==> src/design/cmd_seq_config.svh <==
`ifndef CMD_SEQ_CONFIG_SVH
`define CMD_SEQ_CONFIG_SVH

// bus address limit of the command memory, bytes start at address 16
`define CMD_MEM_SIZE 2048

// register file occupies bus addresses 0 .. CMD_REG_COUNT-1
`define CMD_REG_COUNT 16

// address widths
`define CMD_BUS_AW 16
`define CMD_MEM_AW 11

`endif

==> src/design/cmd_seq_pkg.sv <==
package cmd_seq_pkg;

    // line code of the serial output
    typedef enum logic [1:0] {
        MODE_POS          = 2'd0, // bit on rising edge
        MODE_NEG          = 2'd1, // bit delayed half a cycle
        MODE_MANCH_IEEE   = 2'd2, // IEEE 802.3 manchester
        MODE_MANCH_THOMAS = 2'd3  // thomas manchester, biphase-L
    } out_mode_t;

    typedef enum logic {
        SEQ_WAIT = 1'b0,
        SEQ_SEND = 1'b1
    } seq_state_t;

    // sequence configuration as decoded from the register bytes
    typedef struct packed {
        logic        dis_cmd_pulse;  // byte 2 bit 4
        logic        dis_clock_gate; // byte 2 bit 3
        out_mode_t   output_mode;    // byte 2 bits 2:1
        logic        en_ext_start;   // byte 2 bit 0
        logic [15:0] cmd_size;       // bytes 4:3, pattern length in bits
        logic [31:0] repeat_count;   // bytes 8:5, 0 = endless
        logic [15:0] start_repeat;   // bytes 10:9
        logic [15:0] stop_repeat;    // bytes 12:11
    } cmd_conf_t;

endpackage

==> src/design/cmd_seq_serializer.sv <==
module cmd_seq_serializer (
    input  logic                    CMD_CLK_IN,
    input  logic                    seq_rst,
    input  cmd_seq_pkg::seq_state_t state,
    input  logic [15:0]             bit_cnt,
    input  logic                    load,
    input  logic [7:0]              mem_rd_data,
    input  cmd_seq_pkg::out_mode_t  output_mode,
    input  logic                    dis_clock_gate,
    output logic                    cmd_data,
    output logic                    cmd_clk_out
);

    import cmd_seq_pkg::*;

    logic [7:0]  send_byte;
    logic [15:0] bit_pos;
    logic [2:0]  bit_sel;
    logic        data_ser;
    logic        data_pos;  // captured on the rising edge
    logic        data_neg;  // same bit half a cycle later
    logic        data_hi;
    logic        data_lo;

    always_ff @(posedge CMD_CLK_IN) begin
        if (seq_rst || state == SEQ_WAIT) begin
            send_byte <= 8'h00;
        end else if (load) begin
            send_byte <= mem_rd_data;
        end
    end

    // msb first, counter is one ahead of the bit index
    assign bit_pos  = bit_cnt - 16'd1;
    assign bit_sel  = 3'd7 - bit_pos[2:0];
    assign data_ser = (state == SEQ_SEND) ? send_byte[bit_sel] : 1'b0;

    always_ff @(posedge CMD_CLK_IN) begin
        if (seq_rst) begin
            data_pos <= 1'b0;
        end else begin
            data_pos <= data_ser;
        end
    end

    always_ff @(negedge CMD_CLK_IN) begin
        if (seq_rst) begin
            data_neg <= 1'b0;
        end else begin
            data_neg <= data_pos;
        end
    end

    // high phase value, then low phase value
    always_comb begin
        case (output_mode)
            MODE_POS: begin
                data_hi = data_pos;
                data_lo = data_pos;
            end
            MODE_NEG: begin
                data_hi = data_neg;
                data_lo = data_neg;
            end
            MODE_MANCH_IEEE: begin
                data_hi = ~data_pos;
                data_lo = data_pos;
            end
            default: begin // thomas
                data_hi = data_pos;
                data_lo = ~data_pos;
            end
        endcase
    end

    // two-phase output stage
    assign cmd_data    = CMD_CLK_IN ? data_hi : data_lo;
    assign cmd_clk_out = CMD_CLK_IN & ~dis_clock_gate;

endmodule

==> config.mk <==
export PLATFORM = sky130hd
export DESIGN_NAME = cmd_seq_serializer
export DESIGN_NICKNAME = d
export VERILOG_FILES = /design/src/design/cmd_seq_config.svh /design/src/design/cmd_seq_pkg.sv /design/src/design/cmd_seq_serializer.sv
export SDC_FILE = /design/constraint.sdc
export NUM_CORES = 1
export LEC_CHECK = 0
export BUFFER_PORTS_ARGS = -buffer_cell sky130_fd_sc_hd__buf_4
export CAP_MARGIN = 40
export CORE_AREA = 2 2 39 41
export DETAILED_ROUTE_END_ITERATION = 7
export DIE_AREA = 0 0 41 43
export PLACE_DENSITY = 0.85
export SKIP_LAST_GASP = 1
export SLEW_MARGIN = 20
export SYNTH_ARGS = -nofsm -noshare
export SYNTH_HDL_FRONTEND = slang
export SYNTH_SLANG_ARGS = --single-unit
==> constraint.sdc <==
create_clock -name CMD_CLK_IN -period 1.9 [get_ports CMD_CLK_IN]
set_input_delay 0.19 -clock CMD_CLK_IN [delete_from_list [all_inputs] [get_ports CMD_CLK_IN]]
set_output_delay 0.19 -clock CMD_CLK_IN [all_outputs]
set_load 0.005 [all_outputs]
==> results_dict.tcl <==
set metrics [dict create \
    grt_pass1_vias 501 \
    drv_slew 0 \
    drc 0 \
    io_buffers 19 \
    tritoncts "done" \
    viasPerCell 5.052 \
    grt-ovfl-total 0 \
    crit_arrival_ps 2240 \
    ir_worst_vdd_uv 399.9 \
    area_delta_synth_final_pct 43.26 \
    netlist_instances 54 \
    layout.nets 117 \
    yosysWarnings 0 \
    cap_viol_max_count 0 \
    antenna_left 0 \
    final-setup-viol-count 2 \
    design_area_um2 770.7 \
    dpl_cell_area_um2 691.9 \
    clk_pin_slew_ps 70 \
    hold_viol 0 \
    grt_usage_pct 17.41 \
    rsz0062_at_grt "yes" \
    antenna_cells 0 \
    synth-seq-cells 10 \
    tightestPinTransition_ps 326.6 \
    leakagePower_nw 0.3988 \
    synth-seq-area-share_pct 37.21 \
    routabilityCongestion 0.7329 \
    finalPower_uw 696.6 \
    crit_type "flip-flop to output pin" \
    hold_path_class "input port to flip-flop" \
    synth_area_per_cell_um2 9.963 \
    grt_pass1_wl_um 1835 \
    die_height_um 43 \
    worstSkewPairLatency_ps 440 \
    crit_fanout 2 \
    start_kind "flip-flop" \
    netlist_area_um2 538.0 \
    clock_skew_ps 64.42 \
    die_w_um 41 \
    core-area_mm2 0.001384 \
    die_area_mm2 0.001763 \
    drt-total-wl_um 1150 \
    grt_max_degree 10 \
    status "finished, violations left" \
    endpoint_kind "output pin" \
    violations "negative setup slack" \
    via_count 490 \
    dr.pass1.iters 5 \
    drtIter0Drc 13 \
    relSlewSlack_pct 78.23 \
    syn-num-nets 90 \
    synth.distinct_cells 17 \
    antenna_found_initial 0 \
    holdBufCountCts 0 \
    wire_per_inst_um 11.86 \
    power.density_mw_per_mm2 903.8 \
    cp.required_ps 1710 \
    drive_gt1_share_pct 35.80 \
    io_pins 33 \
    post-dp-hpwl_um 811.4 \
    initial_core_util_pct 38.88 \
    layout_setup_ws_ps -533.2 \
    post_cts_buffers 0 \
    rows 14 \
]
[critical path, stage by stage, from the launching register on]
cell and delay, ps:
dfxtp_2 320, a21oi_2 50, a221oi_2 230, a21o_1 150, buf_6 100
[cell families after synthesis]
kind of cell,after synthesis,share of synthesized area [%]
buffers and inverters,7,5.115
muxes,11,26.51
and+or+nand+nor,15,11.86
xor gates and xnor gates,1,1.628
DFF,10,37.21
adders and majority gates,5,11.63
AOI/OAI and AO/OA,5,6.046
[timing repair]
item,4_1_cts,5_1_grt
endpoints found under the setup margin,2,2
pin swaps,3,0
gates resized for setup,4,0
[through the flow]
stage               TNS, ps  instances  util (%)  hold WS, ps  setup WS [ps]
floorplan                 0         54         -        288.1          28.88
global placement     -57.97         87     50.00        366.3         -57.97
detailed placement   -80.43         87     50.00        366.3         -80.43
CTS                  -553.0         97     55.70        38.58         -553.0
global route         -620.2         97     55.70        41.11         -620.2
finish               -533.2         97     55.70        42.24         -533.2
[per-layer routing]
metal / GRT usage, % / vias to the layer above / wire (um)
li1: - / 238 / -
met1: 15.84 / 223 / 439
met2: 22.50 / 20 / 585
met3: 7.853 / 9 / 66
met4: 24.67 / 0 / 59
met5: 0 / - / 0
[flip-flops by register name, indices dropped and copies added (netlist names)]
signal	count
data_neg	1
data_pos	1
send_byte	8
[layout by cell type (no fill, tap or decap)]
| master | synthesis | final |
|---|---|---|
| nor2b_1 | 1 | 1 |
| a31oi_1 | 1 | 1 |
| o21ai_0 | 1 | 1 |
| a221oi_2 | 0 | 1 |
| nor2_1 | 11 | 11 |
| mux4_1 | 2 | 2 |
| dfxtp_2 | 0 | 1 |
| dfxtp_1 | 10 | 9 |
| a21oi_2 | 0 | 1 |
| buf_4 | 0 | 18 |
| clkbuf_4 | 0 | 7 |
| nand2b_1 | 2 | 2 |
| clkbuf_1 | 1 | 1 |
| a21o_1 | 1 | 1 |
| nand2_1 | 1 | 1 |
| ha_1 | 5 | 5 |
| buf_6 | 0 | 1 |
| xnor2_1 | 1 | 1 |
| inv_1 | 5 | 6 |
| clkinv_1 | 0 | 1 |
| mux2i_1 | 9 | 9 |
[power by group]
group	total [mW]	switching, mW	internal, mW
combinational	0.0755	0.0300	0.0454
clock	0.402	0.167	0.235
sequential	0.219	0.00335	0.216
[synthesized netlist by cell type (all sizes together)]
cell type,instances,area [um^2]
nand2b,2,12.51
o21ai,1,5.000
buf,1,5.000
nand2,1,3.750
inv,5,18.77
mux4,2,52.55
xnor2,1,8.760
ha,5,62.56
a221oi,1,8.760
a31oi,1,6.260
clkbuf,1,3.750
a21o,1,7.510
nor2b,1,6.260
a21oi,1,5.000
mux2i,9,90.09
dfxtp,10,200.2
nor2,11,41.29
[worst paths after layout]
kind / start / endpoint / cells after the start / slack (ps)
worst min register to register: send_byte[3] / send_byte[3] / 2 / 490
worst max-delay path: data_neg / cmd_data / 4 / -530
worst max register to register: data_pos / data_neg / 1 / 400
worst min-delay path: mem_rd_data[3] / send_byte[3] / 3 / 40
[final cells by class]
| type | count | area, um^2 |
|---|---|---|
| well taps | 16 | 20.02 |
| clock buffers | 10 | 75.07 |
| multi-input cells | 37 | 320.3 |
| fillers | 128 | 613.1 |
| inverters | 4 | 15.01 |
| repair buffers | 17 | 127.6 |
| flip-flops and latches | 10 | 201.4 |
| clock inverters | 3 | 11.26 |
(Power assumes the default switching activity.)
