[src/design/cmd_seq_config.svh]
`ifndef CMD_SEQ_CONFIG_SVH
`define CMD_SEQ_CONFIG_SVH

// bus address limit of the command memory, bytes start at address 16
`define CMD_MEM_SIZE 2048

// register file occupies bus addresses 0 .. CMD_REG_COUNT-1
`define CMD_REG_COUNT 16

// address widths
`define CMD_BUS_AW 16
`define CMD_MEM_AW 11

`endif

[src/design/cmd_seq_pkg.sv]
package cmd_seq_pkg;

    // line code of the serial output
    typedef enum logic [1:0] {
        MODE_POS          = 2'd0, // bit on rising edge
        MODE_NEG          = 2'd1, // bit delayed half a cycle
        MODE_MANCH_IEEE   = 2'd2, // IEEE 802.3 manchester
        MODE_MANCH_THOMAS = 2'd3  // thomas manchester, biphase-L
    } out_mode_t;

    typedef enum logic {
        SEQ_WAIT = 1'b0,
        SEQ_SEND = 1'b1
    } seq_state_t;

    // sequence configuration as decoded from the register bytes
    typedef struct packed {
        logic        dis_cmd_pulse;  // byte 2 bit 4
        logic        dis_clock_gate; // byte 2 bit 3
        out_mode_t   output_mode;    // byte 2 bits 2:1
        logic        en_ext_start;   // byte 2 bit 0
        logic [15:0] cmd_size;       // bytes 4:3, pattern length in bits
        logic [31:0] repeat_count;   // bytes 8:5, 0 = endless
        logic [15:0] start_repeat;   // bytes 10:9
        logic [15:0] stop_repeat;    // bytes 12:11
    } cmd_conf_t;

endpackage

[src/design/cmd_seq_ctrl.sv]
`include "cmd_seq_config.svh"

module cmd_seq_ctrl (
    input  logic                     CMD_CLK_IN,
    input  logic                     seq_rst,
    input  cmd_seq_pkg::cmd_conf_t   conf,
    input  logic                     start_req,
    input  logic                     ext_start,
    output logic [`CMD_MEM_AW-1:0]   mem_rd_addr,
    output cmd_seq_pkg::seq_state_t  state,
    output logic [15:0]              bit_cnt,
    output logic                     load,
    output logic                     cmd_start_flag,
    output logic                     cmd_ready
);

    import cmd_seq_pkg::*;

    seq_state_t  next_state;
    logic        send_cmd;
    logic [31:0] rep_cnt;
    logic        end_rep;      // last bit of a repeated section
    logic        end_rep_next;
    logic        pass_end;
    logic        more_passes;
    logic [15:0] rep_end_bit;  // counter value one before the section end
    logic [15:0] next_idx;     // bit index needed in the next cycle

    assign send_cmd    = start_req | ext_start;
    assign rep_end_bit = conf.cmd_size - 16'd1 - conf.stop_repeat;
    assign more_passes = (conf.repeat_count == 32'd0) || (rep_cnt < conf.repeat_count);
    assign pass_end    = (bit_cnt == conf.cmd_size) || end_rep;

    always_comb begin
        case (state)
            SEQ_WAIT: next_state = send_cmd ? SEQ_SEND : SEQ_WAIT;
            SEQ_SEND: begin
                if (bit_cnt == conf.cmd_size && rep_cnt == conf.repeat_count) begin
                    next_state = SEQ_WAIT;
                end else begin
                    next_state = SEQ_SEND;
                end
            end
            default: next_state = SEQ_WAIT;
        endcase
    end

    always_ff @(posedge CMD_CLK_IN) begin
        if (seq_rst) begin
            state <= SEQ_WAIT;
        end else begin
            state <= next_state;
        end
    end

    // flag the section end one cycle early
    assign end_rep_next = (state == SEQ_SEND) && more_passes &&
                          (bit_cnt == rep_end_bit) && !end_rep;

    always_ff @(posedge CMD_CLK_IN) begin
        if (seq_rst) begin
            end_rep <= 1'b0;
        end else begin
            end_rep <= end_rep_next;
        end
    end

    // counter runs 1..S while a bit is on the line, 0 while idle
    always_ff @(posedge CMD_CLK_IN) begin
        if (seq_rst || state != SEQ_SEND || next_state != SEQ_SEND) begin
            bit_cnt <= 16'd0;
        end else if (pass_end) begin
            bit_cnt <= conf.start_repeat + 16'd1; // later passes resume at A
        end else begin
            bit_cnt <= bit_cnt + 16'd1;
        end
    end

    always_ff @(posedge CMD_CLK_IN) begin
        if (seq_rst || send_cmd) begin
            rep_cnt <= 32'd1;
        end else if (state == SEQ_SEND && pass_end && rep_cnt != 32'hffff_ffff) begin
            rep_cnt <= rep_cnt + 32'd1; // saturates for endless mode
        end
    end

    always_comb begin
        if (state == SEQ_WAIT) begin
            next_idx = 16'd0;
        end else if (bit_cnt == conf.cmd_size - 16'd1 || end_rep_next) begin
            next_idx = conf.start_repeat;
        end else if (end_rep) begin
            next_idx = conf.start_repeat + 16'd1;
        end else begin
            next_idx = bit_cnt + 16'd1;
        end
    end

    assign mem_rd_addr = next_idx[`CMD_MEM_AW+2:3]; // byte of the bit

    // take a new byte on byte boundaries and pass restarts
    assign load = (state == SEQ_SEND) && (next_state == SEQ_SEND) &&
                  (pass_end || bit_cnt[2:0] == 3'd0);

    always_ff @(posedge CMD_CLK_IN) begin
        if (seq_rst) begin
            cmd_start_flag <= 1'b0;
            cmd_ready      <= 1'b1;
        end else begin
            cmd_start_flag <= (state == SEQ_SEND) && (bit_cnt == 16'd1) && !conf.dis_cmd_pulse;
            cmd_ready      <= (state == SEQ_WAIT);
        end
    end

endmodule

[config.mk]
export PLATFORM = sky130hd
export DESIGN_NAME = cmd_seq_ctrl
export DESIGN_NICKNAME = d
export VERILOG_FILES = /design/src/design/cmd_seq_pkg.sv /design/src/design/cmd_seq_ctrl.sv
export VERILOG_INCLUDE_DIRS = /design/src /design/src/design
export SDC_FILE = /design/constraint.sdc
export NUM_CORES = 1
export LEC_CHECK = 0
export BUFFER_PORTS_ARGS = -buffer_cell sky130_fd_sc_hd__buf_4
export CORE_ASPECT_RATIO = 0.8
export CORE_MARGIN = 2
export CORE_UTILIZATION = 45
export DETAILED_ROUTE_END_ITERATION = 6
export MAX_ROUTING_LAYER = met4
export PLACE_DENSITY = 0.73
export SKIP_CTS_REPAIR_TIMING = 1
export SLEW_MARGIN = 20
export SYNTH_ARGS = -nofsm -noshare
export SYNTH_HDL_FRONTEND = slang
export SYNTH_SLANG_ARGS = --single-unit
[constraint.sdc]
create_clock -name CMD_CLK_IN -period 14.2 [get_ports CMD_CLK_IN]
set_input_delay 4.26 -clock CMD_CLK_IN [delete_from_list [all_inputs] [get_ports CMD_CLK_IN]]
set_output_delay 4.26 -clock CMD_CLK_IN [all_outputs]
set_load 0.01 [all_outputs]
==> results.txt <==
fillers = 1192
maximum vdd drop = 0.0444 mV
GRT met2 Usage = 34.5%
CORE AREA = 12200 µm²
sw power = 0.114 mW
Arrival @ worst endpoint = 9080 ps
die height = 104 µm
Fin Hold WS = 510 ps
count leader, synth = nor2_1
count of port buffers added during placement = 115
Syn Nets = 902
number of synthesized register bits = 52
# IOs = 120
routed wire length = 15.2 mm
post-route ant nets = 0
Initial Util = 46.4%
number of global-route vias before repair = 5150
CTS clk-pin slew, worst paths = 70 ps
H-tree depth = 2
post-synthesis cell type count = 63
Slew @ Worst Pin = 965 ps
combinational power share = 27.2%
Post-Synth Simple-Gate Area = 28.3%
syn_area_per_cell = 7.46 µm²
CTS tree = done
main flop type after synthesis = dfxtp_1
vias post-DR = 5576
Cell Pwr Density = 58.3 nW/µm²
Final min period = 13340 ps
die area = 13500 µm²
Cell Rows = 36
Max Cap Viol = 0
antenna violations before repair = 0
fin crit share = 93.9%
Max Slew Vio Count = 0
status = completed
met3 usage = 3.55%
share of layout cells above drive strength 1 = 16.8%
final worst clock skew = 11.9 ps
mux contribution to synthesized area = 1.77%
FF+latch area = 1040 µm²
Area Overhead vs Synth = 19.5%
Compound-Gate Fraction of Synth Area = 14.4%
main combinational cell family by area after synthesis = simple AND/OR/NAND/NOR gates
Startpoint Class = primary input
multi-input logic area = 4240 µm²
Int Pwr = 0.280 mW
Sw Ratio = 28.9%
Worst setup EP type = primary output
chip width = 129 µm
Crit Path Class = primary input to primary output
Max Freq = 75.0 MHz
drt first pass iters = 5
first-pass GRT wire length = 25.1 mm
Yosys top cell area share = 18.4%
Post-Syn Area = 5660 µm²
EDFF count, synth = 0
met1 Resource Use GR = 34.2%
Worst Path Max Fanout = 20
setup TNS = 0 ps
WL/cell = 14.9 µm
Initial DRC Count = 381
Clock Latency Late Sink = 290 ps
Min-Delay Path Class = register to register
worst endpoint required time = 9940 ps
clock share of power = 35.4%
endpoints failing hold = 0
setup violators final = 0
Leak = 2.84 nW
Clock Path Buffers = 2
most used routing layer = met2
register share of total power = 37.4%
post-DP HPWL = 12.4 mm
Post-Synth XOR/XNOR Area = 18.0%
Placer Congestion = 0.882
# diodes = 0
Yosys top cell by area = dfxtp_1
Slew headroom = 35.6%
vias per cell = 5.48
All-Layer GR Usage = 23.2%
Post-synth top cells = 78 x nor2_1, 62 x xnor2_1, 59 x inv_1, 56 x nand2_1, 53 x ha_1
nets = 988
Mapped Cells = 759
Synth area leaders = dfxtp_1 18%, ha_1 12%, xnor2_1 9.6%
Yosys warning total = 0
post-synthesis async set-or-reset flop share = 0%
Seq/Total Area, Yosys = 18.4%
DRC violations left = 0
final core occ = 55.4%
largest net degree at the start of global routing = 33
Overflow after GRT = 0
RSZ-0062 raised after global routing = false
adder-cell share of the synthesized area = 12.1%
clock root buffer = clkbuf_16
Num Clock Sinks = 52
CTS buffer count = 5
## sequential cells by signal (all words and copies together), names as in the netlist
name            count
rep_cnt            32
state               1
cmd_ready           1
bit_cnt            16
cmd_start_flag      1
end_rep             1
## critical path, stage by stage
cell       delay (ps)
buf_4             130
inv_1              60
ha_1              210
or3b_1            490
or3_1             410
or3_1             380
xnor2_1           210
ha_1              330
nand2_1            80
o21ai_0           100
a2111oi_0         430
nand4_1           150
a2111oi_0         420
nand4_1           270
o41ai_4           350
buf_4             310
mux2i_1           220
a31oi_1           100
buf_4             160
## final timing paths
kind                             startpoint        endpoint  slack [ps]  depth (start not counted)
worst max-delay path               conf[64]  mem_rd_addr[2]         860                         19
worst min-delay path            rep_cnt[23]     rep_cnt[23]         510                          2
worst max register to register   bit_cnt[7]     rep_cnt[23]       10470                          8
worst min register to register  rep_cnt[23]     rep_cnt[23]         510                          2
## placed cells by master, fill, tap and decap left out, types with 13 or more instances in the layout
master,synthesis,routed
or3_1,16,15
nand3_1,31,31
nor3_1,22,22
xor2_1,49,49
nor4_1,19,19
a21oi_1,40,40
nor2_1,78,77
nand2_1,56,56
o21ai_0,24,24
nand4_1,29,29
buf_4,1,117
inv_1,59,59
xnor2_1,62,62
ha_1,53,53
dfxtp_1,52,52
a211oi_1,13,13
## cell type report
class	instances	share of cell area, %
tap	171	3.16
multi-input combinational	610	62.7
timing repair buffer	117	13.0
sequential	52	15.4
clock buffer	6	1.91
inverter	59	3.28
clock inverter	2	0.574
## logic make-up (layout without fill, tap and decap cells)
kind of cell,Yosys count,after routing
XOR/XNOR,113,113
AO/OA/AOI/OAI,125,125
multiplexers,10,10
buffers and inverters,97,184
flip-flops,52,52
adder cells (fa/ha/maj),54,54
AND/OR/NAND/NOR,308,308
## power groups by stage
stage               clock (mW)  combinational, mW  sequential, mW
detailed placement           0              0.106           0.151
CTS                      0.141              0.106           0.147
finish                   0.139              0.107           0.147
global placement             0              0.105           0.151
floorplan                    0             0.0657           0.151
global route             0.147              0.118           0.148
## layer usage
layer | share of wire, % | vias to the layer above
met5 | 0 | -
met4 | 0.55 | 0
met3 | 6.8 | 8
met2 | 42 | 158
met1 | 51 | 2557
li1 | - | 2853
## per-stage QoR
step | area (µm²) | setup slack (ps) | std cells | power [mW]
2_1_floorplan | 5660 | 1660 | 759 | 0.217
3_3_place_gp | 6590 | 939 | 1009 | 0.256
3_5_place_dp | 6590 | 913 | 1009 | 0.257
4_1_cts | 6760 | 849 | 1017 | 0.394
5_1_grt | 6760 | 423 | 1017 | 0.413
6_report | 6760 | 862 | 1017 | 0.394
Note: power is estimated with default switching activity, not from simulation.
