### src/design/cmd_seq_config.svh
`ifndef CMD_SEQ_CONFIG_SVH
`define CMD_SEQ_CONFIG_SVH

// bus address limit of the command memory, bytes start at address 16
`define CMD_MEM_SIZE 2048

// register file occupies bus addresses 0 .. CMD_REG_COUNT-1
`define CMD_REG_COUNT 16

// address widths
`define CMD_BUS_AW 16
`define CMD_MEM_AW 11

`endif

### src/design/cmd_seq_pkg.sv
package cmd_seq_pkg;

    // line code of the serial output
    typedef enum logic [1:0] {
        MODE_POS          = 2'd0, // bit on rising edge
        MODE_NEG          = 2'd1, // bit delayed half a cycle
        MODE_MANCH_IEEE   = 2'd2, // IEEE 802.3 manchester
        MODE_MANCH_THOMAS = 2'd3  // thomas manchester, biphase-L
    } out_mode_t;

    typedef enum logic {
        SEQ_WAIT = 1'b0,
        SEQ_SEND = 1'b1
    } seq_state_t;

    // sequence configuration as decoded from the register bytes
    typedef struct packed {
        logic        dis_cmd_pulse;  // byte 2 bit 4
        logic        dis_clock_gate; // byte 2 bit 3
        out_mode_t   output_mode;    // byte 2 bits 2:1
        logic        en_ext_start;   // byte 2 bit 0
        logic [15:0] cmd_size;       // bytes 4:3, pattern length in bits
        logic [31:0] repeat_count;   // bytes 8:5, 0 = endless
        logic [15:0] start_repeat;   // bytes 10:9
        logic [15:0] stop_repeat;    // bytes 12:11
    } cmd_conf_t;

endpackage

### src/design/cmd_seq_regs.sv
`include "cmd_seq_config.svh"

module cmd_seq_regs (
    input  logic                     CMD_CLK_IN,
    input  logic                     RST_CMD_CLK,
    input  logic [`CMD_BUS_AW-1:0]   bus_add,
    input  logic [7:0]               bus_data_in,
    input  logic                     bus_wr,
    input  logic                     cmd_ready,
    input  logic [7:0]               mem_rd_byte,
    output logic [7:0]               bus_data_out,
    output cmd_seq_pkg::cmd_conf_t   conf,
    output logic                     seq_rst,
    output logic                     start_req
);

    import cmd_seq_pkg::*;

    localparam int REG_AW = $clog2(`CMD_REG_COUNT);

    logic [7:0]        regs_q [0:`CMD_REG_COUNT-1];
    logic              soft_rst_q;
    logic              rd_is_mem_q; // readback comes from the memory port
    logic [7:0]        rd_hold_q;
    logic [7:0]        rd_next;
    logic [REG_AW-1:0] reg_idx;

    assign reg_idx = bus_add[REG_AW-1:0];

    // write to address 0, cleared one cycle later
    always_ff @(posedge CMD_CLK_IN) begin
        if (RST_CMD_CLK) begin
            soft_rst_q <= 1'b0;
        end else begin
            soft_rst_q <= bus_wr && (bus_add == '0);
        end
    end

    assign seq_rst = RST_CMD_CLK | soft_rst_q;

    always_ff @(posedge CMD_CLK_IN) begin
        if (seq_rst) begin
            start_req <= 1'b0;
        end else begin
            start_req <= bus_wr && (bus_add == 'd1);
        end
    end

    always_ff @(posedge CMD_CLK_IN) begin
        if (seq_rst) begin
            for (int i = 0; i < `CMD_REG_COUNT; i++) begin
                regs_q[i] <= 8'h00;
            end
            regs_q[5] <= 8'd1; // one pass by default
        end else if (bus_wr && (bus_add < `CMD_REG_COUNT)) begin
            regs_q[reg_idx] <= bus_data_in;
        end
    end

    always_comb begin
        conf.dis_cmd_pulse  = regs_q[2][4];
        conf.dis_clock_gate = regs_q[2][3];
        conf.output_mode    = out_mode_t'(regs_q[2][2:1]);
        conf.en_ext_start   = regs_q[2][0];
        conf.cmd_size       = {regs_q[4], regs_q[3]};
        conf.repeat_count   = {regs_q[8], regs_q[7], regs_q[6], regs_q[5]};
        conf.start_repeat   = {regs_q[10], regs_q[9]};
        conf.stop_repeat    = {regs_q[12], regs_q[11]};
    end

    // register side of the readback
    always_comb begin
        if (bus_add == 'd1) begin
            rd_next = {7'b0, cmd_ready};
        end else if (bus_add < `CMD_REG_COUNT) begin
            rd_next = regs_q[reg_idx];
        end else begin
            rd_next = 8'h00; // memory or beyond
        end
    end

    always_ff @(posedge CMD_CLK_IN) begin
        rd_hold_q   <= rd_next;
        rd_is_mem_q <= (bus_add >= `CMD_REG_COUNT) && (bus_add < `CMD_MEM_SIZE);
    end

    // memory byte is already registered inside the memory
    assign bus_data_out = rd_is_mem_q ? mem_rd_byte : rd_hold_q;

endmodule

### config.mk
export PLATFORM = sky130hd
export DESIGN_NAME = cmd_seq_regs
export DESIGN_NICKNAME = d
export VERILOG_FILES = /design/src/design/cmd_seq_pkg.sv /design/src/design/cmd_seq_regs.sv
export VERILOG_INCLUDE_DIRS = /design/src /design/src/design
export SDC_FILE = /design/constraint.sdc
export NUM_CORES = 1
export LEC_CHECK = 0
export BUFFER_PORTS_ARGS = -buffer_cell sky130_fd_sc_hd__buf_4
export CAP_MARGIN = 5
export CORE_MARGIN = 4
export CORE_UTILIZATION = 38
export CTS_CLUSTER_SIZE = 40
export DETAILED_ROUTE_END_ITERATION = 10
export SETUP_SLACK_MARGIN = 0.1
export SYNTH_ARGS = -nofsm -noshare
export SYNTH_HDL_FRONTEND = slang
export SYNTH_SLANG_ARGS = --single-unit
export TNS_END_PERCENT = 50
### constraint.sdc
create_clock -name CMD_CLK_IN -period 2.4 [get_ports CMD_CLK_IN]
set_input_delay 0.48 -clock CMD_CLK_IN [delete_from_list [all_inputs] [get_ports CMD_CLK_IN]]
set_output_delay 0.48 -clock CMD_CLK_IN [all_outputs]
set_load 0.005 [all_outputs]
==> reports/summary.log <==
qor: floorplanning.die_width 136 µm
qor: synth.yosys.area.top_type edfxtp_1
qor: power.p_total 6.40 mW
qor: drt.vias 4541
qor: drt.remaining_drc_errors 0
qor: critical_path.crit_arrival 2160 ps
qor: global_routing.first_pass_grt_wire_length 27.8 mm
qor: clock_tree.cts-buffers-inserted 17
qor: clock_tree.ctsRootBufferMaster clkbuf_16
qor: drt.drtAntennaViolNets 0
qor: global_routing.grt_start_max_net_pins 25
qor: critical_path.path_max_fanout 8
qor: synth.number_of_synthesized_flops_with_an_enable_pin 128
qor: synth.ys_seq_area_frac 0.649
qor: worst_hold_path.worst_hold_path.num_cells 2
qor: synth.synthDistinctLibCells 40
qor: synth.synth.top_cell.area_share 0.614
qor: synth.synth_register_bits 139
qor: timing.hold_viol_final 0
qor: power.internal_power 5.07 mW
qor: floorplanning.io_pins 131
qor: clock_tree.post_cts_resize_count 0
qor: timing.final_max_slew_viol_count 0
qor: synth.synth_ff_type edfxtp_1
qor: synth.synth_async_sr_flop_share 0
qor: synth.average_cell_area_after_synthesis 14.0 µm²
qor: clock_tree.clkLatencyLatePin 420 ps
qor: worst_hold_path.hp-class in2reg
qor: synth.post_synth_inst_count 448
qor: clock_tree.clock_buffer_depth 2
qor: synth.yosys-top-cells-area edfxtp_1, mux4_2, nor2_1, dfxtp_1, and2_1
qor: clock_tree.clk_pin_slew 60 ps
qor: final_layout.final_cells 838
qor: power.power.net_switching 1.33 mW
qor: timing.final_min_period_over_clock_period 0.851
qor: global_routing.grt_util_all_layers 0.208
qor: power.ir_worst_vdd 0.504 mV
qor: synth.yosysWarningCount 0
qor: drt.drt_iter0_drc 486
qor: power.p_seq_frac 0.441
qor: drt.routed_wire_length_per_instance 22.7 µm
qor: global_routing.global_route.usage.met1 0.282
qor: timing.clock_skew 8.22 ps
qor: critical_path.critical_path_required 2520 ps
qor: timing.timing.slew.headroom 0.524
qor: critical_path.rr_worst_depth 6
qor: timing.fin_worst_hold_slack 264 ps
qor: clock_tree.cts.hold.buffers_added 0
qor: floorplanning.die_area 18600 µm²
qor: final_layout.drive_above_1_share 0.415
qor: place.placedCellCount 806
qor: drt.postRouteWirelength 19.0 mm
qor: drt.vias_per_cell 5.42
qor: flow_run.cap_violations 0
qor: critical_path.end_kind flop
qor: floorplanning.core.rowCount 46
qor: final_layout.area_occupied_by_multi_input_gates 2030 µm²
qor: global_routing.met2_usage 0.326
qor: global_routing.vias_in_the_first_global_route 4597
qor: clock_tree.cts_num_sinks 139
qor: power.comb_power_share 0.086
qor: power.switching_share 0.208
qor: final_layout.layout.area.seq 4060 µm²
qor: floorplanning.starting_density_of_the_core 0.391
qor: global_routing.grt-busiest-layer met2
qor: final_layout.final_nets 645
qor: drt.drt_pre_antenna_iters 5
qor: synth.synthesis.nets 484
qor: clock_tree.cts_tree done
qor: place.detailedPlacementHpwl 13.6 mm
qor: clock_tree.cts_setup_buffers 0
qor: final_layout.diodes 0
qor: power.p_leak 3.12 nW
qor: power.power_per_cell_area 763 nW/µm²
qor: global_routing.grt_util_met3 0.0485
qor: timing.post-route-min-period 2040 ps
qor: global_routing.grt.overflow.total 0
qor: clock_tree.cts-htree-levels 4
qor: final_layout.fill_cell_count 1375
qor: final_layout.layout-area-overhead-vs-synth 33.9%
qor: floorplanning.die_boundary_height 136 µm
qor: timing.unrepaired_setup_endpoints_after_global_routing no
qor: synth.synthesis.area 6260 µm²
qor: place.placement.io_buffers 130
qor: global_routing.grt_antenna_before_repair 0
qor: floorplanning.total_core_area 16000 µm²
qor: place.gp_routability_congestion 0.839
qor: synth.top_post_synthesis_cells_by_count edfxtp_1, nor2_1, mux4_2
qor: power.power.clock.fraction 0.473
qor: synth.yosysMostFrequentCell edfxtp_1
qor: timing.finalSetupViolations 0
qor: run_status.status complete, no violations
qor: critical_path.timing.setup.critical_path_class in2reg
qor: critical_path.start_kind input pin
qor: timing.tightest_slew 711 ps
qor: timing.achievable-frequency 0.490 GHz
-- power by group through the flow --
stage	Clock, mW	Sequential (mW)	Combinational (mW)
finish	3.03	2.82	0.548
global route	3.14	2.83	0.585
CTS	3.04	2.82	0.549
detailed placement	0	2.87	0.546
global placement	0	2.87	0.542
floorplan	0	2.84	0.233
-- per-layer routing --
layer,vias to the layer above,share of wire
li1,1989,-
met1,2269,0.41
met2,252,0.48
met3,31,0.086
met4,0,0.026
met5,-,0
-- critical path, cell delays in order --
cell	delay (ps)
buf_4	110
or4_4	600
nor3_4	220
nand4b_1	280
o21ai_0	250
buf_4	220
-- sequential cells by signal, summed over array words and instances, names as in the netlist --
name and cells:
regs_q 128, rd_hold_q 8, rd_is_mem_q 1, soft_rst_q 1, start_req 1
-- cell type report --
class,count,share of cell area
Sequential cell,139,0.485
Multi-Input combinational cell,275,0.242
Timing Repair Buffer,175,0.160
Clock buffer,18,0.0512
Tap cell,216,0.0322
Clock inverter,14,0.0297
Inverter,1,0.000448
-- cells in the final DEF (no fill, tap or decap), types with 2 or more instances in the layout --
master and n:
mux2i_1 3, mux4_2 30, edfxtp_1 128, nand3_1 5
bufinv_16 7, clkinv_2 4, buf_4 173, nand2b_1 4
a21oi_1 7, and3_1 11, a22oi_1 14, nand2_1 27
nor3_1 2, clkbuf_16 17, mux2_2 9, nor3b_4 2
clkinvlp_4 2, buf_12 2, nor2_1 99, o21ai_0 8
or3_1 2, dfxtp_1 11, nor4_1 2, o21ai_2 4
and2_1 27, nor2b_1 2
-- path summary, 6_finish.rpt --
check,start,slack (ps),endpoint
worst max-delay path,bus_add[15],360,regs_q[4][6]
worst min-delay path,RST_CMD_CLK,260,soft_rst_q
worst max register to register,soft_rst_q,680,regs_q[1][0]
worst min register to register,regs_q[1][2],790,rd_hold_q[2]
-- stage by stage --
stage | setup TNS [ps] | utilization | cell area (µm²) | worst slack, ps
global placement | -328 | 0.482 | 7710 | -17.0
floorplan | -3310 | - | 6280 | -83.4
global route | 0 | 0.524 | 8380 | 241
finish | 0 | 0.524 | 8380 | 358
CTS | 0 | 0.524 | 8380 | 381
detailed placement | -994 | 0.482 | 7710 | -52.6
-- cells by family after synthesis --
kind of cell           synth area share
buffers and inverters            0.0298
and+or+nand+nor                   0.153
DFF                               0.649
muxes                             0.129
AOI/OAI and AO/OA                0.0394
Note: power is estimated with default switching activity, not from simulation.
